<file path="src/rtl/exec_pkg.sv">
package exec_pkg;

  typedef enum logic [5:0] {
    OP_ADD, OP_SUB, OP_SLL, OP_SLT, OP_SLTU, OP_XOR, OP_SRL, OP_SRA,           // 0
    OP_OR, OP_AND, OP_MUL, OP_MULH, OP_MULHSU, OP_MULHU, OP_DIV, OP_DIVU,      // 8
    OP_REM, OP_REMU, OP_ADDI, OP_SLTI, OP_SLTIU, OP_XORI, OP_ORI, OP_ANDI,     // 16
    OP_SLLI, OP_SRLI, OP_SRAI, OP_LB, OP_LH, OP_LW, OP_LBU, OP_LHU,            // 24
    OP_SB, OP_SH, OP_SW, OP_BEQ, OP_BNE, OP_BLT, OP_BGE, OP_BLTU,              // 32
    OP_BGEU, OP_JAL, OP_JALR, OP_LUI, OP_AUIPC, OP_CSRRW, OP_CSRRS, OP_CSRRC,  // 40
    OP_CSRRWI, OP_CSRRSI, OP_CSRRCI, OP_FENCE, OP_FENCE_I, OP_ECALL,           // 48
    OP_EBREAK, OP_URET, OP_SRET, OP_MRET, OP_WFI, OP_SFENCE_VMA                // 54
  } alu_op_e;

  typedef enum logic [1:0] {
    ST_FETCH   = 2'd0,
    ST_EXECUTE = 2'd1,
    ST_MINT    = 2'd2,
    ST_SINT    = 2'd3
  } core_state_e;

  typedef enum logic [1:0] {
    PRIV_USER       = 2'b00,
    PRIV_SUPERVISOR = 2'b01,
    PRIV_MACHINE    = 2'b11
  } priv_mode_e;

  localparam logic [11:0] CSR_MSTATUS = 12'h300;
  localparam logic [11:0] CSR_SSTATUS = 12'h100;
  localparam logic [11:0] CSR_MEPC    = 12'h341;
  localparam logic [11:0] CSR_SEPC    = 12'h141;
  localparam logic [11:0] CSR_MTVEC   = 12'h305;
  localparam logic [11:0] CSR_STVEC   = 12'h105;

  typedef struct packed {
    logic [11:0] imm12;
    logic [4:0]  rs1;
    logic [2:0]  funct3;
    logic [4:0]  rd;
    logic [6:0]  opcode;
  } instr_i_t;

  typedef struct packed {
    logic [19:0] imm20;
    logic [4:0]  rd;
    logic [6:0]  opcode;
  } instr_ut_t;

  typedef union packed {
    instr_i_t  i_view;
    instr_ut_t u_view;
  } instr_u;

  typedef struct packed {
    alu_op_e     op;
    instr_u      ir;
    logic [31:0] a;
    logic [31:0] b;
    logic [31:0] pc;
  } exec_req_t;

  typedef struct packed {
    logic        we;
    logic [11:0] addr;
    logic [31:0] data;
  } csr_wr_t;

  typedef struct packed {
    logic [31:0] mstatus;
    logic [31:0] sstatus;
    logic [31:0] mtvec;
    logic [31:0] stvec;
  } trap_csr_t;

endpackage

</file>
<file path="src/rtl/csr_file.sv">
`timescale 1ns/1ps

module csr_file import exec_pkg::*; #(
  parameter logic [31:0] RESET_MTVEC = 32'h0,
  parameter logic [31:0] RESET_STVEC = 32'h0
) (
  input  logic        i_clk,
  input  logic        i_reset,
  input  logic [11:0] i_raddr,
  input  csr_wr_t     i_alu_wr,
  input  csr_wr_t     i_trap_wr,
  output logic [31:0] o_rdata,
  output trap_csr_t   o_trap_csr
);

  logic [31:0] mstatus;
  logic [31:0] sstatus;
  logic [31:0] mepc;
  logic [31:0] sepc;
  logic [31:0] mtvec;
  logic [31:0] stvec;
  csr_wr_t     wr;

  assign wr = i_trap_wr.we ? i_trap_wr : i_alu_wr; // Trap port first

  always_ff @(posedge i_clk) begin
    if (i_reset) begin
      mstatus <= '0;
      sstatus <= '0;
      mepc    <= '0;
      sepc    <= '0;
      mtvec   <= RESET_MTVEC;
      stvec   <= RESET_STVEC;
    end else if (wr.we) begin
      case (wr.addr)
        CSR_MSTATUS: mstatus <= wr.data;
        CSR_SSTATUS: sstatus <= wr.data;
        CSR_MEPC:    mepc    <= wr.data;
        CSR_SEPC:    sepc    <= wr.data;
        CSR_MTVEC:   mtvec   <= wr.data;
        CSR_STVEC:   stvec   <= wr.data;
        default: ;
      endcase
    end
  end

  always_comb begin
    case (i_raddr)
      CSR_MSTATUS: o_rdata = mstatus;
      CSR_SSTATUS: o_rdata = sstatus;
      CSR_MEPC:    o_rdata = mepc;
      CSR_SEPC:    o_rdata = sepc;
      CSR_MTVEC:   o_rdata = mtvec;
      CSR_STVEC:   o_rdata = stvec;
      default:     o_rdata = '0;
    endcase
  end

  assign o_trap_csr = '{mstatus: mstatus, sstatus: sstatus, mtvec: mtvec, stvec: stvec};

  // ALU and trap sequencer own disjoint core states
  a_one_writer: assert property (@(posedge i_clk) disable iff (i_reset)
    !(i_alu_wr.we && i_trap_wr.we));

endmodule

</file>
<file path="config.mk">
export PLATFORM = sky130hd
export DESIGN_NAME = csr_file
export DESIGN_NICKNAME = d
export VERILOG_FILES = /design/src/rtl/exec_pkg.sv /design/src/rtl/csr_file.sv
export SDC_FILE = /design/constraint.sdc
export NUM_CORES = 1
export LEC_CHECK = 0
export ABC_AREA = 1
export ABC_CLOCK_PERIOD_IN_PS = 2780
export BUFFER_PORTS_ARGS = -buffer_cell sky130_fd_sc_hd__buf_2
export CAP_MARGIN = 15
export CORE_MARGIN = 8
export CORE_UTILIZATION = 30
export CTS_CLUSTER_DIAMETER = 100
export DETAILED_ROUTE_END_ITERATION = 7
export GPL_TIMING_DRIVEN = 0
export PLACE_DENSITY_LB_ADDON = 0.08
export SLEW_MARGIN = 20
export SYNTH_ARGS = -nofsm -noshare
export SYNTH_HDL_FRONTEND = slang
export SYNTH_SLANG_ARGS = --single-unit
</file>
<file path="constraint.sdc">
create_clock -name i_clk -period 2.78 [get_ports i_clk]
set_clock_uncertainty 0.15 [all_clocks]
set_input_delay 0.834 -clock i_clk [delete_from_list [all_inputs] [get_ports i_clk]]
set_output_delay 0.834 -clock i_clk [all_outputs]
set_load 0.01 [all_outputs]
</file>
# ---- Word-level counts from Yosys, hierarchy flattened
# Index checks and enable logic that the tools add are counted.
dict set report op_classes {
  mux 2
  eq_ne 12
  reduce_logical 6
}
# op n
set ops {}
lappend ops {{one-hot mux 32 bit (6 select lines)} 1}
lappend ops {{== test 12 x 10 -> 1 bit, second input constant} 6}
lappend ops {{== test 12 x 9 -> 1 bit, second input constant} 6}
lappend ops {{2-to-1 mux 45 bit} 1}
lappend ops {{AND reduction 2 bit} 6}
dict set report word_totals {
  in_bits 104
  elab_cells 26
  ff_bits 192
  output_inout_bits 160
}

# ---- Logic depth before layout (Yosys ltp)
dict set report depth {
  word_depth 3
  mapped_depth 12
  depth_no_buf 9
}

# ---- Least setup slack after synthesis
# OpenSTA, ideal clock, no wires.
dict set report synth_path {
  kind {input to output}
  start {in i_raddr[3]}
  end {out o_rdata[10]}
  t_required_ps 1796
  stages 8
  setup_slack_ps -153
  n_path_buf 1
  arrival_ps 1949
  cell_sequence {inv_1 > nand2_1 > nor2_1 > nand3_1 > clkbuf_1 > o21ai_0 > inv_1 > nand2_1}
}
dict set report synth_between {
  elab_chain_cells 2
  word_cells_on_any_way 7
  classes_between {eq/ne (6); mux (1)}
}
# item line_no
set synth_lines {}
lappend synth_lines {{start, declared} csr_file.sv:9} ;# input logic [11:0] i_raddr,
lappend synth_lines {{== test 12 x 9 -> 1 bit or == test 12 x 10 -> 1 bit (tied branches)} csr_file.sv:48} ;# case (i_raddr)
lappend synth_lines {{one-hot mux 32 bit (6 select lines) *} csr_file.sv:48}
lappend synth_lines {{end, declared} csr_file.sv:12} ;# output logic [31:0] o_rdata,
# Mark *: on every way between the ends. The rest lies on a longest branch, timed or not.

# ---- Worst setup path in the final report
dict set report layout_path {
  start {in i_raddr[11]}
  end {out o_rdata[16]}
}
# The elaborated chain is that of the path after synthesis.

==> flow_summary.ini <==
[floorplanning]
start_util_pct = 30.4
dieWidth_um = 203
num_rows = 68
fp.dieArea_mm2 = 0.0411
die_y_um = 203
core_area_mm2 = 0.0345
num_io_pins = 264

[power_and_ir_drop]
power_leakage_uw = 0.00636
pwr-share-clk_pct = 43.0
pwr_density_cell_mw_per_mm2 = 429
p_sw_share_pct = 27.3
internal-power_uw = 4300
combinationalPowerShare_pct = 10.5
ir_drop_v = 0.000441
p_sw_uw = 1620
seqPwrFrac_pct = 46.5

[layout]
antennaDiodeCount = 0
final_cell_mix = 312 x nand3_1, 308 x nand2_1, 306 x buf_2, 231 x nor2_1
area_delta_synth_final_pct = 31.8
fill_cells = 3737
multi_input_area_mm2 = 0.00565
drive_gt1_share_pct = 25.8
final-seq-area_mm2 = 0.00384
fin_cells = 2388
final_cell_area_mm2 = 0.0138
layout_commonest_cell = nand3_1
layout.nets = 2025

[logic_synthesis]
syn_nets = 1720
synth_top_area_cell = dfxtp_1
yosysWarnings = 0
synth.distinct_cells = 20
ys_ff_latch = 192
ys_seq_area_share_pct = 36.7
syn_avg_cell_area_um2 = 6.48
synth_top_area_share_pct = 36.7
yosys-top-cells-area = dfxtp_1 37%, nand3_1 16%, nand2_1 11%
synth_cells = 1616
netlist_area_mm2 = 0.0105

[placement]
port_buffers = 263
dpl_cell_area_mm2 = 0.0124
dp.cells = 2334
place_congestion = 0.918
place.detailed.hpwl_um = 40400
dpl_worst_slack_ps = -1040

[clocking]
cts-root-buf = clkbuf_16
cts_made_buffers = 17
insertion_delay_ps = 450
htreeDepth = 4
clock_path_buffers = 2
cts.hold.buffers_added = 0
clk_pin_slew_ps = 80
numClockSinks = 192
cts_tree = done

[worst_setup_path]
endpoint_kind = primary output
cp.arrival_ps = 2350
rr_worst_depth = 2
crit_end = o_rdata[16]
cp-start-kind = primary input
r2r-start = mtvec[13]
cp.required_ps = 1800
crit_type = primary input to primary output
cp_max_fo = 8
crit_start = i_raddr[11]
regToRegSetupSlack_ps = 1930
reg2reg_to = mtvec[13]

[detailed_routing]
wl_per_cell_um = 22.3
drtIter0Drc = 1195
drc = 0
via_per_inst = 5.14
num_vias = 12300
ant_nets = 0
first_pass_iters = 6
routed_wl_um = 53300

[global_route]
track_usage_pct = 25.0
antenna_found_initial = 0
overflow = 0
grt_max_degree = 17
grt_pass1_wl_um = 77100
grt_pass1_vias = 11700

[timing]
hold_viol_final = 0
setup_viol = 32
tns_ps = -15410
period_share_pct = 120
worstMarginPinSlew_ps = 1120
maxSlewHeadroom_pct = 23.0
maxSlewViolCount = 0
layout_setup_ws_ps = -551
max_freq_mhz = 300
rsz0062_at_grt = yes
period_needed_ps = 3330

[worst_hold_path]
hp-class = flop to flop
min-delay-start = sepc[10]

[status]
failed_checks = negative setup slack
status = finished, violations left

[run]
maxCapViolCount = 0
## power groups by stage
| stage | sequential, µW | clock, µW | combinational (µW) |
|---|---|---|---|
| 6_report | 2750 | 2540 | 619 |
| 3_3_place_gp | 2810 | 0 | 562 |
| 5_1_grt | 2750 | 2690 | 662 |
| 2_1_floorplan | 2810 | 0 | 298 |
| 3_5_place_dp | 2810 | 0 | 566 |
| 4_1_cts | 2750 | 2570 | 600 |
## kinds of logic (layout without fill, tap and decap cells)
logic type,after synthesis,count (layout),share of synthesized area (%)
compound gates,245,245,11.7
buf+inv,243,560,11.6
flops,192,192,36.7
simple gates,904,904,36.9
mux,32,32,3.06
## what timing repair did
action	in CTS	in global routing
cloned	1	2
setup endpoints to repair	44	52
buffers inserted	18	3
pin swaps	16	8
gates resized for setup	129	38
## registers in the layout, indices dropped and copies added (netlist names)
name / count
mepc: 32
mstatus: 32
mtvec: 32
sepc: 32
sstatus: 32
stvec: 32
## cell usage after synthesis (all sizes together)
master,number
a21oi,192
nand2,314
o21ai,53
nand4,15
buf,117
or2,1
inv,99
nor2,246
dfxtp,192
clkbuf,27
nand3,326
nor3,1
mux2i,32
nand3b,1
## how the worst min path moves through the flow
| stage | to | slack [ps] | depth (start not counted) |
|---|---|---|---|
| after detailed placement | mepc[23] | 320 | 2 |
| after floorplan | mepc[0] | 300 | 2 |
| after CTS | mepc[13] | 340 | 2 |
| after global placement | sepc[25] | 310 | 2 |
| after global routing | mepc[13] | 360 | 2 |
| final | sepc[10] | 340 | 2 |
## through the flow
stage          total power [µW]  hold slack, ps  utilization [%]
6_report                   5910             335             40.0
5_1_grt                    6110             361             40.0
3_5_place_dp               3380             318             36.1
2_1_floorplan              3110             302                -
3_3_place_gp               3380             310             36.0
4_1_cts                    5920             339             39.5
## layout make-up
cell class,count,share of cell area [%]
well taps,455,4.13
clock buffers,19,3.21
clock inverters,12,0.962
flip-flops and latches,192,27.9
plain buffers,144,8.25
multi-input cells,1181,41.0
inverters,99,2.69
repair buffers,286,11.9
## routing by layer
layer  part of all wire [%]  track usage, %  vias up
met5                      0               0        -
li1                       -               -     5914
met2                     45            39.2      474
met4                    1.8            6.19        0
met1                     46            34.9     5825
met3                    7.5            4.69       52
## critical path, cell delays in order
cell and delay, ps:
buf_6 90, nand3b_1 230, nor2_4 290, buf_12 190
buf_8 140, nand3_1 90, nand2_2 130, inv_1 60
nand2_1 120, buf_2 150
(Power assumes the default switching activity.)
