<file path="src/rtl/div_unit.sv">
`timescale 1ns/1ps

module div_unit (
  input  logic        i_clk,
  input  logic        i_reset,
  input  logic        i_start,
  input  logic        i_signed,
  input  logic        i_abort,
  input  logic [31:0] i_dividend,
  input  logic [31:0] i_divisor,
  output logic        o_done,
  output logic [31:0] o_quot,
  output logic [31:0] o_rem
);

  localparam logic [1:0] PH_IDLE = 2'd0;
  localparam logic [1:0] PH_RUN  = 2'd1;
  localparam logic [1:0] PH_FIX  = 2'd2;
  localparam logic [1:0] PH_DONE = 2'd3;

  logic [1:0]  phase;
  logic [4:0]  count;
  logic [31:0] rem_q;
  logic [31:0] quo_q;
  logic [31:0] dvs_q;
  logic        neg_quo;
  logic        neg_rem;
  logic        start_fire;
  logic [31:0] mag_a;
  logic [31:0] mag_b;
  logic [31:0] in_rem;
  logic [31:0] in_quo;
  logic [31:0] in_dvs;
  logic [32:0] shifted;
  logic [32:0] diff;
  logic        fits;

  assign start_fire = i_start && !i_abort && (phase == PH_IDLE);
  assign mag_a = (i_signed && i_dividend[31]) ? -i_dividend : i_dividend;
  assign mag_b = (i_signed && i_divisor[31]) ? -i_divisor : i_divisor;

  // First step runs straight off the operands in the start cycle
  assign in_rem = (phase == PH_RUN) ? rem_q : '0;
  assign in_quo = (phase == PH_RUN) ? quo_q : mag_a;
  assign in_dvs = (phase == PH_RUN) ? dvs_q : mag_b;

  assign shifted = {in_rem, in_quo[31]};
  assign diff    = shifted - {1'b0, in_dvs};
  assign fits    = (shifted >= {1'b0, in_dvs}); // Zero divisor always fits

  always_ff @(posedge i_clk) begin
    if (i_reset) begin
      phase <= PH_IDLE;
      count <= '0;
    end else begin
      case (phase)
        PH_IDLE: begin
          if (start_fire) begin
            phase <= PH_RUN;
            count <= 5'd1;
          end
        end
        PH_RUN: begin
          count <= count + 5'd1;
          if (i_abort) phase <= PH_IDLE;
          else if (count == 5'd31) phase <= PH_FIX; // Step 32 this cycle
        end
        PH_FIX:  phase <= i_abort ? PH_IDLE : PH_DONE;
        default: phase <= PH_IDLE;
      endcase
    end
  end

  always_ff @(posedge i_clk) begin
    if (start_fire || phase == PH_RUN) begin
      rem_q <= fits ? diff[31:0] : shifted[31:0];
      quo_q <= {in_quo[30:0], fits};
    end
    if (start_fire) begin
      dvs_q   <= mag_b;
      neg_quo <= i_signed && (i_dividend[31] ^ i_divisor[31]) && (i_divisor != '0);
      neg_rem <= i_signed && i_dividend[31];
    end
    if (phase == PH_FIX) begin
      quo_q <= neg_quo ? -quo_q : quo_q;
      rem_q <= neg_rem ? -rem_q : rem_q;
    end
  end

  assign o_done = (phase == PH_DONE);
  assign o_quot = quo_q;
  assign o_rem  = rem_q;

  // Remainder magnitude ends below the divisor
  a_rem_below_divisor: assert property (@(posedge i_clk) disable iff (i_reset)
    (phase == PH_FIX) |-> (dvs_q == '0) || (rem_q < dvs_q));

endmodule

</file>
<file path="config.mk">
export PLATFORM = sky130hd
export DESIGN_NAME = div_unit
export DESIGN_NICKNAME = d
export VERILOG_FILES = /design/src/rtl/div_unit.sv
export SDC_FILE = /design/constraint.sdc
export NUM_CORES = 1
export LEC_CHECK = 0
export BUFFER_PORTS_ARGS = -buffer_cell sky130_fd_sc_hd__buf_2
export CORE_MARGIN = 10
export CORE_UTILIZATION = 64
export DETAILED_ROUTE_END_ITERATION = 16
export HOLD_SLACK_MARGIN = 0.15
export PLACE_DENSITY_LB_ADDON = 0.1
export RECOVER_POWER = 25
export SYNTH_ARGS = -nofsm -noshare
export SYNTH_HDL_FRONTEND = slang
export SYNTH_SLANG_ARGS = --single-unit
</file>
<file path="constraint.sdc">
create_clock -name i_clk -period 14.8 [get_ports i_clk]
set_clock_uncertainty 0.2 [all_clocks]
set_input_delay 2.96 -clock i_clk [delete_from_list [all_inputs] [get_ports i_clk]]
set_output_delay 2.96 -clock i_clk [all_outputs]
set_load 0.05 [all_outputs]
</file>
# After elaboration in Yosys (flattened, before gate mapping)
# Index checks and enable logic that the tools add are counted.
# totals
regBits	105
inputBits	69
output_inout_bits	65
wordCells	58
# classes
n_addsub	6
n_lt_le_gt_ge	1
n_eq_ne	8
n_mux	19
bitwise	1
reduce_logical	16
# op_table
op	count
2-to-1 mux 32 bit	12
negator 32 bit	4
>= comparator 33 x 32 -> 1 bit	1
nonzero test 32 bit	1
subtractor 32 bit	1
case mux 5 bit (2 select lines)	1
2-to-1 mux 2 bit	4
AND reduction 2 bit	4
logical AND 1 bit	6
!= test 2 bit, second input constant	3
case mux 2 bit (3 select lines)	1
adder 5 x 1 -> 5 bit, second input constant	1
equality test 5 bit, second input constant	1
2-to-1 mux 5 bit	1
equality test 2 bit, second input constant	2
nonzero test 2 bit	2
!= test 3 x 2 -> 1 bit, second input constant	1
equality test 2 x 1 -> 1 bit, second input constant	1
logical NOT 2 bit	1
logical NOT 1 bit	1
logical OR 1 bit	1
XOR 1 bit	1

# Depth between registers and ports, before layout
# depth
ltp_word	7
mapped_depth	23
mapped_depth_nobuf	21

# Worst setup path after synthesis
# OpenSTA, ideal clock, no wires.
# synth_path
path_kind	input to register
startpoint	input i_divisor[0]
endpoint	register rem_q[21], in the netlist o_rem[21] (data pin)
setup_ns	0.282
t_arrival_ns	6.932
required_ns	14.318
slack_ns	7.386
stages	23
path_buffers	3
path_cell_list	inv_1 > ha_1 > nor3b_1 > nand3_1 > nor2_1 > nand2_1 > nor4_1 > a21oi_1 > xor2_1 > mux2i_1 > ha_1 > clkbuf_1 > a21o_1 > a21o_1 > a21oi_1 > a21oi_1 > o21ai_0 > nand2_1 > or2_2 > buf_2 > buf_2 > o211ai_1 > o311ai_0
# synth_via
elab_chain_cells	7
word_cells_on_any_way	8
cone_classes	add/sub (2); order compare (1); mux (5)
# synth_lines
element	line_no	text
start: declaration	10	input logic [31:0] i_divisor,
negator 32 bit	40	assign mag_b = (i_signed && i_divisor[31]) ? -i_divisor : i_divisor;
2-to-1 mux 32 bit	40	
via mag_b[26]	30	logic [31:0] mag_b;
2-to-1 mux 32 bit	45	assign in_dvs = (phase == PH_RUN) ? dvs_q : mag_b;
>= comparator 33 x 32 -> 1 bit	49	assign fits = (shifted >= {1'b0, in_dvs});
2-to-1 mux 32 bit	76	rem_q <= fits ? diff[31:0] : shifted[31:0];
2-to-1 mux 32 bit	75	if (start_fire || phase == PH_RUN) begin
2-to-1 mux 32 bit	84	if (phase == PH_FIX) begin
end signal: assignment	76	
end signal: assignment	86	rem_q <= neg_rem ? -rem_q : rem_q;
end: declaration	23	logic [31:0] rem_q;
# The timed path passes the listed nets, and every way through them passes these cells. The select of a mux whose other input is x is not followed.
# A chain may end at the register's enable or synchronous reset.

# Worst setup path after layout
# layout_path
startpoint	input i_divisor[0]
endpoint	register rem_q[15], in the netlist o_rem[15] (data pin)
# The elaborated chain is that of the path after synthesis.

==> impl_metrics.env <==
export IMPL_outcome="finished with violations"
export IMPL_violations="max-capacitance violations, max-slew violations"
export IMPL_synth_avg_cell_area_um2=8.613
export IMPL_fin_util_pct=71.91
export IMPL_dr_pass1_iters=6
export IMPL_setup_tns_final_ps=0
export IMPL_area_delta_synth_final_pct=10.42
export IMPL_cts_root_buf="clkbuf_16"
export IMPL_clk_insertion_delay_late_ps=360
export IMPL_r2r_setup_slack_ps=8880
export IMPL_r2r_start="phase[0]"
export IMPL_dp_cells=1367
export IMPL_p_switching_uw=342.9
export IMPL_slew_viol_final=37
export IMPL_startpoint_type="input pin"
export IMPL_crit_fanout=11
export IMPL_die_h_um=141.6
export IMPL_crit_chain="clkbuf_1 > inv_1 > ha_1 > nor3b_1 > nand3_1 > nor2_1 > nand2_1 > nor4_1 > a21oi_1 > xor2_1 > mux2i_1 > ha_1 > a21o_1 > a21o_1 > a21oi_1 > a21oi_1 > o21ai_0 > nand2_1 > nor2_1 > nand2_1 > o311ai_0"
export IMPL_switching_share_pct=37.13
export IMPL_drc=0
export IMPL_grt_pass1_vias=8416
export IMPL_rows=44
export IMPL_postSynthCellCount=1099
export IMPL_finalHoldViolations=0
export IMPL_cts_tree="built"
export IMPL_drtIter0Drc=1005
export IMPL_synth_edf_count=98
export IMPL_post_cts_buffers=0
export IMPL_async_flop_share_pct=0
export IMPL_critPathArrivalTime_ps=8440
export IMPL_worstHoldPathType="reg -> reg"
export IMPL_layout_drive_gt1_share_pct=12.43
export IMPL_path_class="in -> reg"
export IMPL_initial_core_util_pct=65.13
export IMPL_worstHoldStart="count[4]"
export IMPL_critPathTopFamily="simple AND/OR/NAND/NOR gates"
export IMPL_portBuffers=133
export IMPL_hpwl_um=20740
export IMPL_post_route_period_util_pct=57.39
export IMPL_gp_congestion=0.9948
export IMPL_ys_seq_area_share_pct=32.57
export IMPL_die_w_um=141.6
export IMPL_combPwrFrac_pct=32.6
export IMPL_die_area_um2=20050
export IMPL_fmax_mhz=117.7
export IMPL_gr_total_overflow=0
export IMPL_antenna_found_initial=0
export IMPL_cts_resized=0
export IMPL_clock_sinks=105
export IMPL_p_leak_uw=0.004381
export IMPL_synth_ff_type="edfxtp_1"
export IMPL_fin_cells=1383
export IMPL_crit_path_max_incr_delay_ps=720
export IMPL_io_pins=134
export IMPL_power_density_nw_per_um2=88.36
export IMPL_p_int_uw=580.6
export IMPL_htreeDepth=3
export IMPL_diodes=0
export IMPL_worstMarginPinSlew_ps=1909
export IMPL_p_seq_share_pct=41.8
export IMPL_coreArea_um2=14530
export IMPL_crit_slowest_cell="nor2_1"
export IMPL_period_minus_slack_ps=8494
export IMPL_vias=9061
export IMPL_rsz0062_at_grt="false"
export IMPL_ys_types=70
export IMPL_routedWlPerCell_um=19.82
export IMPL_critical_path_n_buffers_inverters=2
export IMPL_slew_headroom_pct=-27.30
export IMPL_max_cap_violations=1
export IMPL_wirelength_um=27420
export IMPL_grt_max_degree=87
export IMPL_cts_buffer_depth=2
export IMPL_yosys_warnings=0
export IMPL_irDropWorstVdd_mv=0.06733
export IMPL_numCtsBuffers=9
export IMPL_worstSetupEndpointType="flip-flop"
export IMPL_final_setup_viol_count=0
export IMPL_ant_nets=0
export IMPL_ys_ff_latch=105
export IMPL_ctsHoldBuffers=0
export IMPL_syn_nets=1207
export IMPL_synth_cell_area_um2=9465
export IMPL_fin_nets=1302
export IMPL_holdWs_ps=317.9
export IMPL_clkTransAtPathRegs_ps=70
export IMPL_required_ps=14750
export IMPL_vias_per_cell=6.552
export IMPL_clock_power_share_pct=25.6
export IMPL_grt_pass1_wl_um=43970
export IMPL_crit_start="i_divisor[0]"
export IMPL_track_usage_pct=26.43
==> cell families (layout without fill, tap and decap cells) <==
family / after synthesis / after routing / share of synthesized area, %
buffers and inverters: 95 / 195 / 3.833
AOI/OAI and AO/OA: 301 / 301 / 20.38
adders and majority gates: 39 / 39 / 5.235
and+or+nand+nor: 369 / 369 / 19.63
xor gates and xnor gates: 134 / 134 / 12.40
DFF: 105 / 105 / 32.57
muxes: 56 / 56 / 5.948
==> placed cells by master, fill, tap and decap left out, types with 7 or more instances in the layout <==
| master | count |
|---|---|
| o211ai_1 | 19 |
| xor2_1 | 69 |
| nor3_1 | 30 |
| or3_1 | 11 |
| nand2_1 | 79 |
| buf_4 | 8 |
| or4_1 | 11 |
| clkbuf_1 | 31 |
| o21ai_0 | 61 |
| o21bai_1 | 7 |
| mux2i_1 | 54 |
| buf_2 | 107 |
| and3_1 | 29 |
| a211oi_1 | 13 |
| o311ai_0 | 8 |
| nand4_1 | 10 |
| edfxtp_1 | 98 |
| xnor2_1 | 65 |
| a21oi_1 | 97 |
| nor2_1 | 110 |
| a22oi_1 | 7 |
| nand3_1 | 24 |
| inv_1 | 36 |
| a21o_1 | 16 |
| ha_1 | 38 |
| a31oi_1 | 8 |
| clkbuf_16 | 10 |
| o31ai_1 | 17 |
| nor4_1 | 24 |
==> final timing paths <==
check                    to  cells past startpoint
hold / removal     count[4]                      2
hold reg to reg    count[4]                      2
setup reg to reg  o_rem[28]                     16
setup / recovery  o_rem[15]                     21
==> tightest hold or removal path: cells and delay by family (launching register included) <==
family	cells	cell delay, ps
AND/OR/NAND/NOR	1	80
AO/OA/AOI/OAI	1	70
flip-flops	1	340
==> final cells by class <==
class                           instances  area [um^2]
Inverter                               37        138.9
Sequential cell                       105         3084
Clock buffer                           14        265.3
Fill cell                            1224         4083
Tap cell                              184        230.2
Clock inverter                          2        13.76
Multi-Input combinational cell        899         6022
Timing Repair Buffer                  142        696.9
==> registers in the layout, summed over array words and instances (netlist names) <==
signal   cells
neg_quo      1
dvs_q       32
o_rem       32
o_quot      32
phase        2
neg_rem      1
count        5
==> synthesized netlist by cell type, drive strengths merged, types with 3 or more instances <==
cell	instances	area share [%]
edfxtp	98	31
xor2	69	6.4
o21a	5	0.40
nor3b	4	0.32
nand3	25	1.4
and3	30	2.0
buf	16	0.70
nand2b	4	0.26
o21bai	7	0.56
nor3	31	1.7
and2	5	0.33
nand2	82	3.3
o41ai	5	0.46
a211o	3	0.28
o31ai	17	1.3
inv	36	1.4
a311o	3	0.32
nand3b	3	0.24
mux2i	54	5.7
a21oi	97	5.1
o311ai	8	0.74
nor2b	6	0.40
a221o	5	0.53
nand4	10	0.66
nor2	110	4.4
clkbuf	42	1.7
or3	11	0.73
o21ai	61	3.2
ha	38	5.0
xnor2	65	6.0
a31oi	8	0.53
o22ai	3	0.20
a221oi	3	0.28
a2111oi	3	0.28
dfxtp	7	1.5
a211oi	13	1.0
nor4	28	2.2
o211ai	19	1.5
a22oi	7	0.56
or4	15	1.3
a21o	16	1.3
==> per-layer routing <==
| layer | global-route usage, % | vias up | share of wire, % |
|---|---|---|---|
| li1 | - | 4301 | - |
| met4 | 8.230 | 0 | 2.1 |
| met1 | 37.07 | 4194 | 42 |
| met5 | 0 | - | 0 |
| met3 | 4.973 | 42 | 11 |
| met2 | 40.21 | 524 | 45 |
==> power groups by stage <==
stage	Sequential, uW	Clock, uW	Combinational (uW)
6_report	386	236	301
5_1_grt	389	248	326
4_1_cts	384	237	299
3_5_place_dp	391	0	298
3_3_place_gp	390	0	294
2_1_floorplan	438	0	167
==> stage by stage <==
step | worst slack (ps) | cell area, um^2 | power, uW
2_1_floorplan | 7386 | 9465 | 604.2
3_3_place_gp | 6414 | 10210 | 683.7
3_5_place_dp | 6058 | 10210 | 688.9
4_1_cts | 6412 | 10490 | 920.6
5_1_grt | 5864 | 10450 | 962.9
6_report | 6306 | 10450 | 923.5
(Power assumes the default switching activity.)
