==> config.mk <==
export PLATFORM = sky130hd
export DESIGN_NAME = trap_entry
export DESIGN_NICKNAME = d
export VERILOG_FILES = /design/src/rtl/exec_pkg.sv /design/src/rtl/trap_entry.sv
export SDC_FILE = /design/constraint.sdc
export NUM_CORES = 1
export LEC_CHECK = 0
export ABC_AREA = 1
export BUFFER_PORTS_ARGS = -buffer_cell sky130_fd_sc_hd__buf_2
export CAP_MARGIN = 15
export CELL_PAD_IN_SITES_DETAIL_PLACEMENT = 1
export CELL_PAD_IN_SITES_GLOBAL_PLACEMENT = 1
export CORE_MARGIN = 2
export CORE_UTILIZATION = 15
export CTS_BUF_LIST = sky130_fd_sc_hd__clkbuf_2
export DETAILED_ROUTE_END_ITERATION = 8
export PLACE_DENSITY_LB_ADDON = 0.12
export SYNTH_ARGS = -nofsm -noshare
export SYNTH_HDL_FRONTEND = slang
export SYNTH_SLANG_ARGS = --single-unit
==> constraint.sdc <==
create_clock -name i_clk -period 1.2 [get_ports i_clk]
set_input_delay 0.06 -clock i_clk [delete_from_list [all_inputs] [get_ports i_clk]]
set_output_delay 0.06 -clock i_clk [all_outputs]
set_load 0.005 [all_outputs]
==> src/rtl/exec_pkg.sv <==
package exec_pkg;

  typedef enum logic [5:0] {
    OP_ADD, OP_SUB, OP_SLL, OP_SLT, OP_SLTU, OP_XOR, OP_SRL, OP_SRA,           // 0
    OP_OR, OP_AND, OP_MUL, OP_MULH, OP_MULHSU, OP_MULHU, OP_DIV, OP_DIVU,      // 8
    OP_REM, OP_REMU, OP_ADDI, OP_SLTI, OP_SLTIU, OP_XORI, OP_ORI, OP_ANDI,     // 16
    OP_SLLI, OP_SRLI, OP_SRAI, OP_LB, OP_LH, OP_LW, OP_LBU, OP_LHU,            // 24
    OP_SB, OP_SH, OP_SW, OP_BEQ, OP_BNE, OP_BLT, OP_BGE, OP_BLTU,              // 32
    OP_BGEU, OP_JAL, OP_JALR, OP_LUI, OP_AUIPC, OP_CSRRW, OP_CSRRS, OP_CSRRC,  // 40
    OP_CSRRWI, OP_CSRRSI, OP_CSRRCI, OP_FENCE, OP_FENCE_I, OP_ECALL,           // 48
    OP_EBREAK, OP_URET, OP_SRET, OP_MRET, OP_WFI, OP_SFENCE_VMA                // 54
  } alu_op_e;

  typedef enum logic [1:0] {
    ST_FETCH   = 2'd0,
    ST_EXECUTE = 2'd1,
    ST_MINT    = 2'd2,
    ST_SINT    = 2'd3
  } core_state_e;

  typedef enum logic [1:0] {
    PRIV_USER       = 2'b00,
    PRIV_SUPERVISOR = 2'b01,
    PRIV_MACHINE    = 2'b11
  } priv_mode_e;

  localparam logic [11:0] CSR_MSTATUS = 12'h300;
  localparam logic [11:0] CSR_SSTATUS = 12'h100;
  localparam logic [11:0] CSR_MEPC    = 12'h341;
  localparam logic [11:0] CSR_SEPC    = 12'h141;
  localparam logic [11:0] CSR_MTVEC   = 12'h305;
  localparam logic [11:0] CSR_STVEC   = 12'h105;

  typedef struct packed {
    logic [11:0] imm12;
    logic [4:0]  rs1;
    logic [2:0]  funct3;
    logic [4:0]  rd;
    logic [6:0]  opcode;
  } instr_i_t;

  typedef struct packed {
    logic [19:0] imm20;
    logic [4:0]  rd;
    logic [6:0]  opcode;
  } instr_ut_t;

  typedef union packed {
    instr_i_t  i_view;
    instr_ut_t u_view;
  } instr_u;

  typedef struct packed {
    alu_op_e     op;
    instr_u      ir;
    logic [31:0] a;
    logic [31:0] b;
    logic [31:0] pc;
  } exec_req_t;

  typedef struct packed {
    logic        we;
    logic [11:0] addr;
    logic [31:0] data;
  } csr_wr_t;

  typedef struct packed {
    logic [31:0] mstatus;
    logic [31:0] sstatus;
    logic [31:0] mtvec;
    logic [31:0] stvec;
  } trap_csr_t;

endpackage

==> src/rtl/trap_entry.sv <==
`timescale 1ns/1ps

module trap_entry import exec_pkg::*; (
  input  logic        i_clk,
  input  logic        i_reset,
  input  core_state_e i_state,
  input  logic [31:0] i_pc,
  input  trap_csr_t   i_trap_csr,
  output csr_wr_t     o_csr_wr,
  output logic        o_jump,
  output logic [31:0] o_jump_addr,
  output logic        o_done
);

  logic        step;
  priv_mode_e  mode;
  logic        is_int;
  logic        is_m;
  logic [31:0] new_mstatus;
  logic [31:0] new_sstatus;

  assign is_int = (i_state == ST_MINT) || (i_state == ST_SINT);
  assign is_m   = (i_state == ST_MINT);

  // MPP <= mode, MPIE <= MIE, MIE <= 0
  assign new_mstatus = {i_trap_csr.mstatus[31:13], mode, i_trap_csr.mstatus[10:8],
                        i_trap_csr.mstatus[3], i_trap_csr.mstatus[6:4], 1'b0,
                        i_trap_csr.mstatus[2:0]};
  // SPP <= mode[0], SPIE <= SIE, SIE <= 0
  assign new_sstatus = {i_trap_csr.sstatus[31:9], mode[0], i_trap_csr.sstatus[7:6],
                        i_trap_csr.sstatus[1], i_trap_csr.sstatus[4:2], 1'b0,
                        i_trap_csr.sstatus[0]};

  always_comb begin
    o_csr_wr.we = is_int;
    if (step) begin
      o_csr_wr.addr = is_m ? CSR_MEPC : CSR_SEPC;
      o_csr_wr.data = i_pc;
    end else begin
      o_csr_wr.addr = is_m ? CSR_MSTATUS : CSR_SSTATUS;
      o_csr_wr.data = is_m ? new_mstatus : new_sstatus;
    end
  end

  assign o_jump      = is_int && step;
  assign o_jump_addr = is_m ? i_trap_csr.mtvec : i_trap_csr.stvec;
  assign o_done      = is_int && step;

  always_ff @(posedge i_clk) begin
    if (i_reset) begin
      step <= 1'b0;
      mode <= PRIV_MACHINE;
    end else begin
      step <= is_int && !step;
      if (is_int && step) mode <= is_m ? PRIV_MACHINE : PRIV_SUPERVISOR;
    end
  end

  // Sequencer must hold the interrupt state for both steps
  a_step_in_int: assert property (@(posedge i_clk) disable iff (i_reset)
    step |-> is_int);

endmodule

# Yosys cells after proc, flatten, opt, wreduce, memory -nomap -nowiden
# Index checks and enable logic that the tools add are counted.
# classes
n_eq_ne	2
n_mux	6
reduce_logical	4
# ops
op	count
$mux W32	2
$mux W42	1
$mux W10	2
$eq A2 B2 Y1 const B	2
$logic_and A1 B1 Y1	2
$mux W2	1
$logic_not A1 Y1	1
$logic_or A1 B1 Y1	1
# totals
register_bits	3
input_bits	164
output_inout_bits	79
wordCells	14

# Longest topological paths before layout
# Gate-level depths: netlist (run 1).
# logic_depth
word_depth	3
depth_mapped	7
depth_no_buf	5

# Worst setup path after synthesis (run 1)
# No wires, ideal clock.
# synth_path
kind	register to output
startpoint	reg step
endpoint	out o_csr_wr[1] (netlist bit)
arrival_time_ps	904
required_ps	1140
slack_ps	236
stages_incl_launch_ff	5
n_path_buf	2
path_cell_list	dfxtp_1 > buf_2 > clkbuf_1 > nand2_1 > o21ai_1
# synth_rtl
element	line_no	source
start: declaration	trap_entry.sv:15	logic step;
start signal: assignment	trap_entry.sv:54	step <= is_int && !step;
end: declaration	trap_entry.sv:9	output csr_wr_t o_csr_wr,

==> results of run 1 <==
power by group:
| part | internal, W | switching (W) |
|---|---|---|
| registers | 0.0000700 | 0.00000497 |
| clock network | 0.0000662 | 0.0000381 |
| logic | 0.000501 | 0.000475 |
flip-flops by register name, summed over array words and instances (netlist names):
name / count
step: 1
mode: 1
cells in the mapped netlist:
cell / n / share of area
a21oi_1: 3 / 0.0097
buf_2: 14 / 0.045
buf_4: 15 / 0.073
buf_6: 3 / 0.022
clkbuf_1: 6 / 0.015
conb_1: 2 / 0.0049
dfxtp_1: 2 / 0.026
inv_1: 57 / 0.14
inv_2: 3 / 0.0073
nand2_1: 187 / 0.45
nand3_1: 57 / 0.18
nor2_1: 5 / 0.012
o21ai_1: 2 / 0.0065
metal layers:
| metal | up-vias | track usage | share of wire |
|---|---|---|---|
| met3 | 4 | 0.0334 | 0.096 |
| met2 | 137 | 0.251 | 0.49 |
| met4 | 2 | 0.0152 | 0.0033 |
| li1 | 1447 | - | - |
| met5 | - | 0 | 0.00086 |
| met1 | 1188 | 0.158 | 0.41 |
worst register-to-register path, stage by stage, from the launching register on:
cell and delay (ns):
dfxtp_4 0.38, nand2_1 0.10, a21oi_1 0.14, o21ai_1 0.08
cells by family after synthesis:
group,count (synthesis),synth area share
compound gates,5,0.0162
buf+inv,98,0.301
flops,2,0.0260
other cells,2,0.00487
simple gates,249,0.652
final timing paths:
check / startpoint / end / slack, ns / cells after the start
setup / recovery: step$_SDFF_PP0_ / o_csr_wr[11] / 0.07 / 4
hold / removal: i_reset / step$_SDFF_PP0_ / 0.04 / 2
setup reg to reg: step$_SDFF_PP0_ / mode[1]$_SDFFE_PP1P_ / 0.39 / 3
hold reg to reg: mode[1]$_SDFFE_PP1P_ / mode[1]$_SDFFE_PP1P_ / 0.49 / 2
through the flow:
step | util | instance area [µm²]
global route | 0.280 | 2840
detailed placement | 0.272 | 2760
CTS | 0.274 | 2780
finish | 0.280 | 2840
floorplan | - | 1570
global placement | 0.272 | 2760
area by class of cell:
| class | instances | area [µm²] | area share |
|---|---|---|---|
| clock buffer | 3 | 15.0 | 0.00529 |
| inverter | 60 | 230 | 0.0811 |
| multi-input combinational | 263 | 1070 | 0.376 |
| sequential | 2 | 43.8 | 0.0154 |
| tap | 136 | 170 | 0.0599 |
| timing repair buffer | 241 | 1310 | 0.463 |
timing repair:
action | CTS | global route
gates cloned | 0 | 1
gates resized for setup | 2 | 10
setup endpoints to repair | 28 | 32
pin swaps | 0 | 0
==> run summary, run 1 <==
Clk root buf -> clkbuf_2
FP Rows -> 37
Drt wl/cell -> 11.5 µm
Type of origin of the critical path -> flip-flop
Cts hold-fix bufs -> 0
Vias after detailed routing -> 2778
Clock Skews -> 0.000810 ns
Synthesized instance count -> 356
Max Fclk -> 883 MHz
Layout area overhead -> 84.1%
Vias per Instance -> 3.94
Final GP Congestion -> 0.748
Pleak -> 2.05 nW
Longest Clk Path Bufs -> 2
Largest net degree at the start of global routing -> 47
Unique cell type count in the Yosys netlist -> 13
Register bit count reported by yosys -> 2
Final Net Count -> 735
DR DRC count -> 0
Final-layout fill cell count -> 1469
Hpwl dp -> 6.73 mm
IO Pins -> 243
Post-CTS setup buffer count -> 0
Status -> finished, final reports clean
# diodes -> 0
Max Transition Viols Final -> 0
Most frequent cells in the layout -> buf_2, nand2_1, inv_1, nand3_1, conb_1
Power Dens Cells -> 407 nW/µm²
Die extent in x -> 105 µm
Most common cell after layout, fill and taps aside -> buf_2
H-tree depth -> 1
Final setup violation count -> 0
Input/output buffers -> 228
Sum Neg Setup Slack -> 0 ns
Crit. End Element -> output pin
Clk sink count -> 2
Hold crit path type -> in2reg
Max Cap Viol -> 0
Final WL -> 8.12 mm
Total GRT Usage -> 0.134
Placed Cells -> 701
Seq/Total Area, Yosys -> 0.0260
Clock Pin Slew Worst Setup and Hold Paths -> 0.03 ns
Post-Syn Area -> 1540 µm²
Place WS -> 0.143 ns
CP delay by family, top -> flip-flops
Worst skew pair latency -> 0.19 ns
Layout cells sized above 1 -> 0.438
CP required -> 1.14 ns
Full die area -> 11100 µm²
Critical setup path kind -> reg2out
CTS tree -> done
Final hold viol count -> 0
Slowest Stage Delay on Critical Path -> 0.38 ns
Post-route ant nets -> 0
Initial Util -> 0.152
Crit-path cells -> buf_4 -> nor2_1 -> a21oi_1 -> buf_2
Initial antenna violation count -> 1
First-pass GRT wire length -> 12.6 mm
Synthesis Warnings -> 0
Min Hold Slack -> 0.0385 ns
CTS buffer count -> 3
Max rail drop VDD -> 0.103 mV
Worst path slowest cell -> dfxtp_4
DR iter-0 viols -> 113
Core region area -> 10100 µm²
GR Overflow Total -> 0
Number of global-route vias before repair -> 2718
Die height -> 105 µm
Synthesized area per cell -> 4.33 µm²
Arr. time, crit path -> 1.07 ns
Final Non-Filler Cells -> 705
Crit path time final -> 1.13 ns
Power Total -> 0.00116 W
Tcrit/Tclk final -> 0.943
Setup WS post-layout -> 0.0678 ns
Peak fanout along the critical path -> 9
Crit path buf inv count -> 2
Router iterations before antenna repair -> 4
(Power assumes the default switching activity.)
==> run 2: changes to the inputs <==
--- a/config.mk
+++ b/config.mk
@@ -15,6 +15,7 @@
 export CTS_BUF_LIST = sky130_fd_sc_hd__clkbuf_2
 export DETAILED_ROUTE_END_ITERATION = 8
 export PLACE_DENSITY_LB_ADDON = 0.12
+export SLEW_MARGIN = 20
 export SYNTH_ARGS = -nofsm -noshare
 export SYNTH_HDL_FRONTEND = slang
 export SYNTH_SLANG_ARGS = --single-unit
==> constraint.sdc (replaced) <==
create_clock -name i_clk -period 1.3 [get_ports i_clk]
set_input_delay 0.065 -clock i_clk [delete_from_list [all_inputs] [get_ports i_clk]]
set_output_delay 0.065 -clock i_clk [all_outputs]
set_load 0.005 [all_outputs]
==> run 2 against run 1 <==
Against the previous run: clock skew rose by 0.0025 ns; utilization decreased by 0.64 points; clock power down 8%; clock-buffer cell count unchanged; critical path depth increased by 1; first-iteration DRC count fell by 40%; via count decreased by 0.32%; global-route usage increased by 0.60 points; wire length down 0.11%; worst hold slack better by 0.010 ns; register-to-register slack gained 0.12 ns; sequential power decreased by 8.1%; largest cell class unchanged; largest power group unchanged.
==> run summary, run 2 (synthesis gave the netlist of run 1 again) <==
Status -> finished, final reports clean
Final hold viol count -> 0 (unchanged)
Hold crit path type -> in2reg
Vias per Instance -> 3.94 (about the same)
Max Transition Viols Final -> 0 (unchanged)
Clock Skews -> 0.00329 ns (+0.00248 ns)
Max Cap Viol -> 0 (unchanged)
Flop pwr share -> 0.066 (about the same)
Layout area overhead -> 79.9%
Switching pwr -> 0.000470 W (-9.3%)
CTS tree -> done
CP required -> 1.24 ns (+0.10 ns)
RSZ-0062 raised after global routing -> no
Initial Util -> 0.152 (unchanged)
GR Overflow Total -> 0 (unchanged)
Layout cells sized above 1 -> 0.436 (-0.00198)
Clk sink count -> 2 (unchanged)
DR iter-0 viols -> 68 (-40%)
Sw Ratio -> 0.451 (+0.00330)
Crit. End Element -> output pin
Final GP Congestion -> 0.740 (-0.99%)
Clock share of power -> 0.092 (+0.002)
Input/output buffers -> 228 (unchanged)
Power Dens Cells -> 375 nW/µm² (-7.8%)
Most frequent cells in the layout -> buf_2, nand2_1, inv_1, nand3_1, conb_1
Comb power frac -> 0.842 (-0.003)
Crit path time final -> 1.14 ns
Final-layout fill cell count -> 1485 (+1.1%)
Final Net Count -> 733 (-0.27%)
Register area -> 41.3 µm² (-5.7%)
Max rail drop VDD -> 0.128 mV (+24%)
Post-route ant nets -> 0 (unchanged)
FP Rows -> 37 (unchanged)
# diodes -> 0 (unchanged)
Pleak -> 2.02 nW (-1.5%)
Max Fclk -> 875 MHz
Final WL -> 8.11 mm (-0.11%)
Final core occ -> 0.274 (-0.00642)
Multi-input gate area -> 1070 µm² (unchanged)
Router iterations before antenna repair -> 4 (unchanged)
First-pass GRT wire length -> 13.2 mm (+4.7%)
Peak fanout along the critical path -> 20 (+11)
Core region area -> 10100 µm² (unchanged)
Worst path slowest cell -> dfxtp_2
Internal -> 0.000571 W (-10%)
Crit path buf inv count -> 3 (+1)
Drt wl/cell -> 11.5 µm (+0.17%)
DR DRC count -> 0 (unchanged)
Most common cell after layout, fill and taps aside -> buf_2
CP delay by family, top -> buffers and inverters
Arr. time, crit path -> 1.08 ns (about the same)
Clock Pin Slew Worst Setup and Hold Paths -> 0.03 ns (about the same)
IO Pins -> 243 (unchanged)
Longest Clk Path Bufs -> 2 (unchanged)
Worst skew pair latency -> 0.19 ns (about the same)
Cts hold-fix bufs -> 0 (unchanged)
Full die area -> 11100 µm² (unchanged)
Type of origin of the critical path -> flip-flop
Sum Neg Setup Slack -> 0 ns (unchanged)
Crit-path cells -> inv_2 -> buf_6 -> nand2_1 -> o21ai_1 -> buf_2
Clk root buf -> clkbuf_2
Hpwl dp -> 6.68 mm (-0.77%)
Die extent in x -> 105 µm (unchanged)
Number of global-route vias before repair -> 2812 (+3.5%)
Tcrit/Tclk final -> 0.879
Slowest Stage Delay on Critical Path -> 0.33 ns (-0.05 ns)
Total GRT Usage -> 0.140 (+0.00597)
Reg2Reg Setup Slack -> 0.51 ns (+0.12 ns)
CTS buffer count -> 3 (unchanged)
Initial antenna violation count -> 1 (unchanged)
Largest net degree at the start of global routing -> 47 (unchanged)
Final setup violation count -> 0 (unchanged)
H-tree depth -> 1 (unchanged)
Critical setup path kind -> reg2out
Die height -> 105 µm (unchanged)
Top flop regs -> mode (1), step (1)
Vias after detailed routing -> 2769 (-0.32%)
run 2: per-layer routing:
metal | track usage | vias up | part of all wire
li1 | - | 1444 | -
met1 | 0.165 | 1182 | 0.40
met2 | 0.261 | 137 | 0.49
met3 | 0.0390 | 4 | 0.10
met4 | 0.0143 | 2 | 0.0026
met5 | 0 | - | 0.0014
run 2: what timing repair did:
item                                    CTS  global route
endpoints found under the setup margin    0            29
gates resized for setup                   0             3
buffers inserted                          0             0
run 2: cell type report:
| cell class | count | share of cell area |
|---|---|---|
| Clock buffer | 3 | 0.00541 |
| Inverter | 60 | 0.0812 |
| Multi-Input combinational cell | 263 | 0.385 |
| Sequential cell | 2 | 0.0149 |
| Tap cell | 136 | 0.0613 |
| Timing Repair Buffer | 239 | 0.453 |
run 2: power groups by stage:
stage	clock network [W]	registers, W	logic, W
6_report	0.0000953	0.0000689	0.000876
5_1_grt	0.000107	0.0000697	0.00101
4_1_cts	0.000104	0.0000684	0.000897
3_5_place_dp	0	0.0000691	0.000893
3_3_place_gp	0	0.0000688	0.000876
2_1_floorplan	0	0.0000675	0.000420
run 2: final timing paths:
check / endpoint / depth (start not counted) / from
hold / removal: step$_SDFF_PP0_ / 2 / i_reset
setup / recovery: o_csr_wr[1] / 5 / step$_SDFF_PP0_
hold reg to reg: mode[1]$_SDFFE_PP1P_ / 2 / mode[1]$_SDFFE_PP1P_
setup reg to reg: step$_SDFF_PP0_ / 4 / step$_SDFF_PP0_
run 2: through the flow:
stage / total power [W] / area [µm²] / hold slack [ns] / cells / setup slack, ns
floorplan: 0.000488 / 1570 / 0.137 / 363 / 0.331
global placement: 0.000945 / 2750 / 0.253 / 700 / 0.250
detailed placement: 0.000962 / 2750 / 0.259 / 700 / 0.247
CTS: 0.00107 / 2770 / 0.0442 / 703 / 0.0220
global route: 0.00118 / 2780 / 0.0543 / 703 / 0.0229
finish: 0.00104 / 2780 / 0.0486 / 703 / 0.157
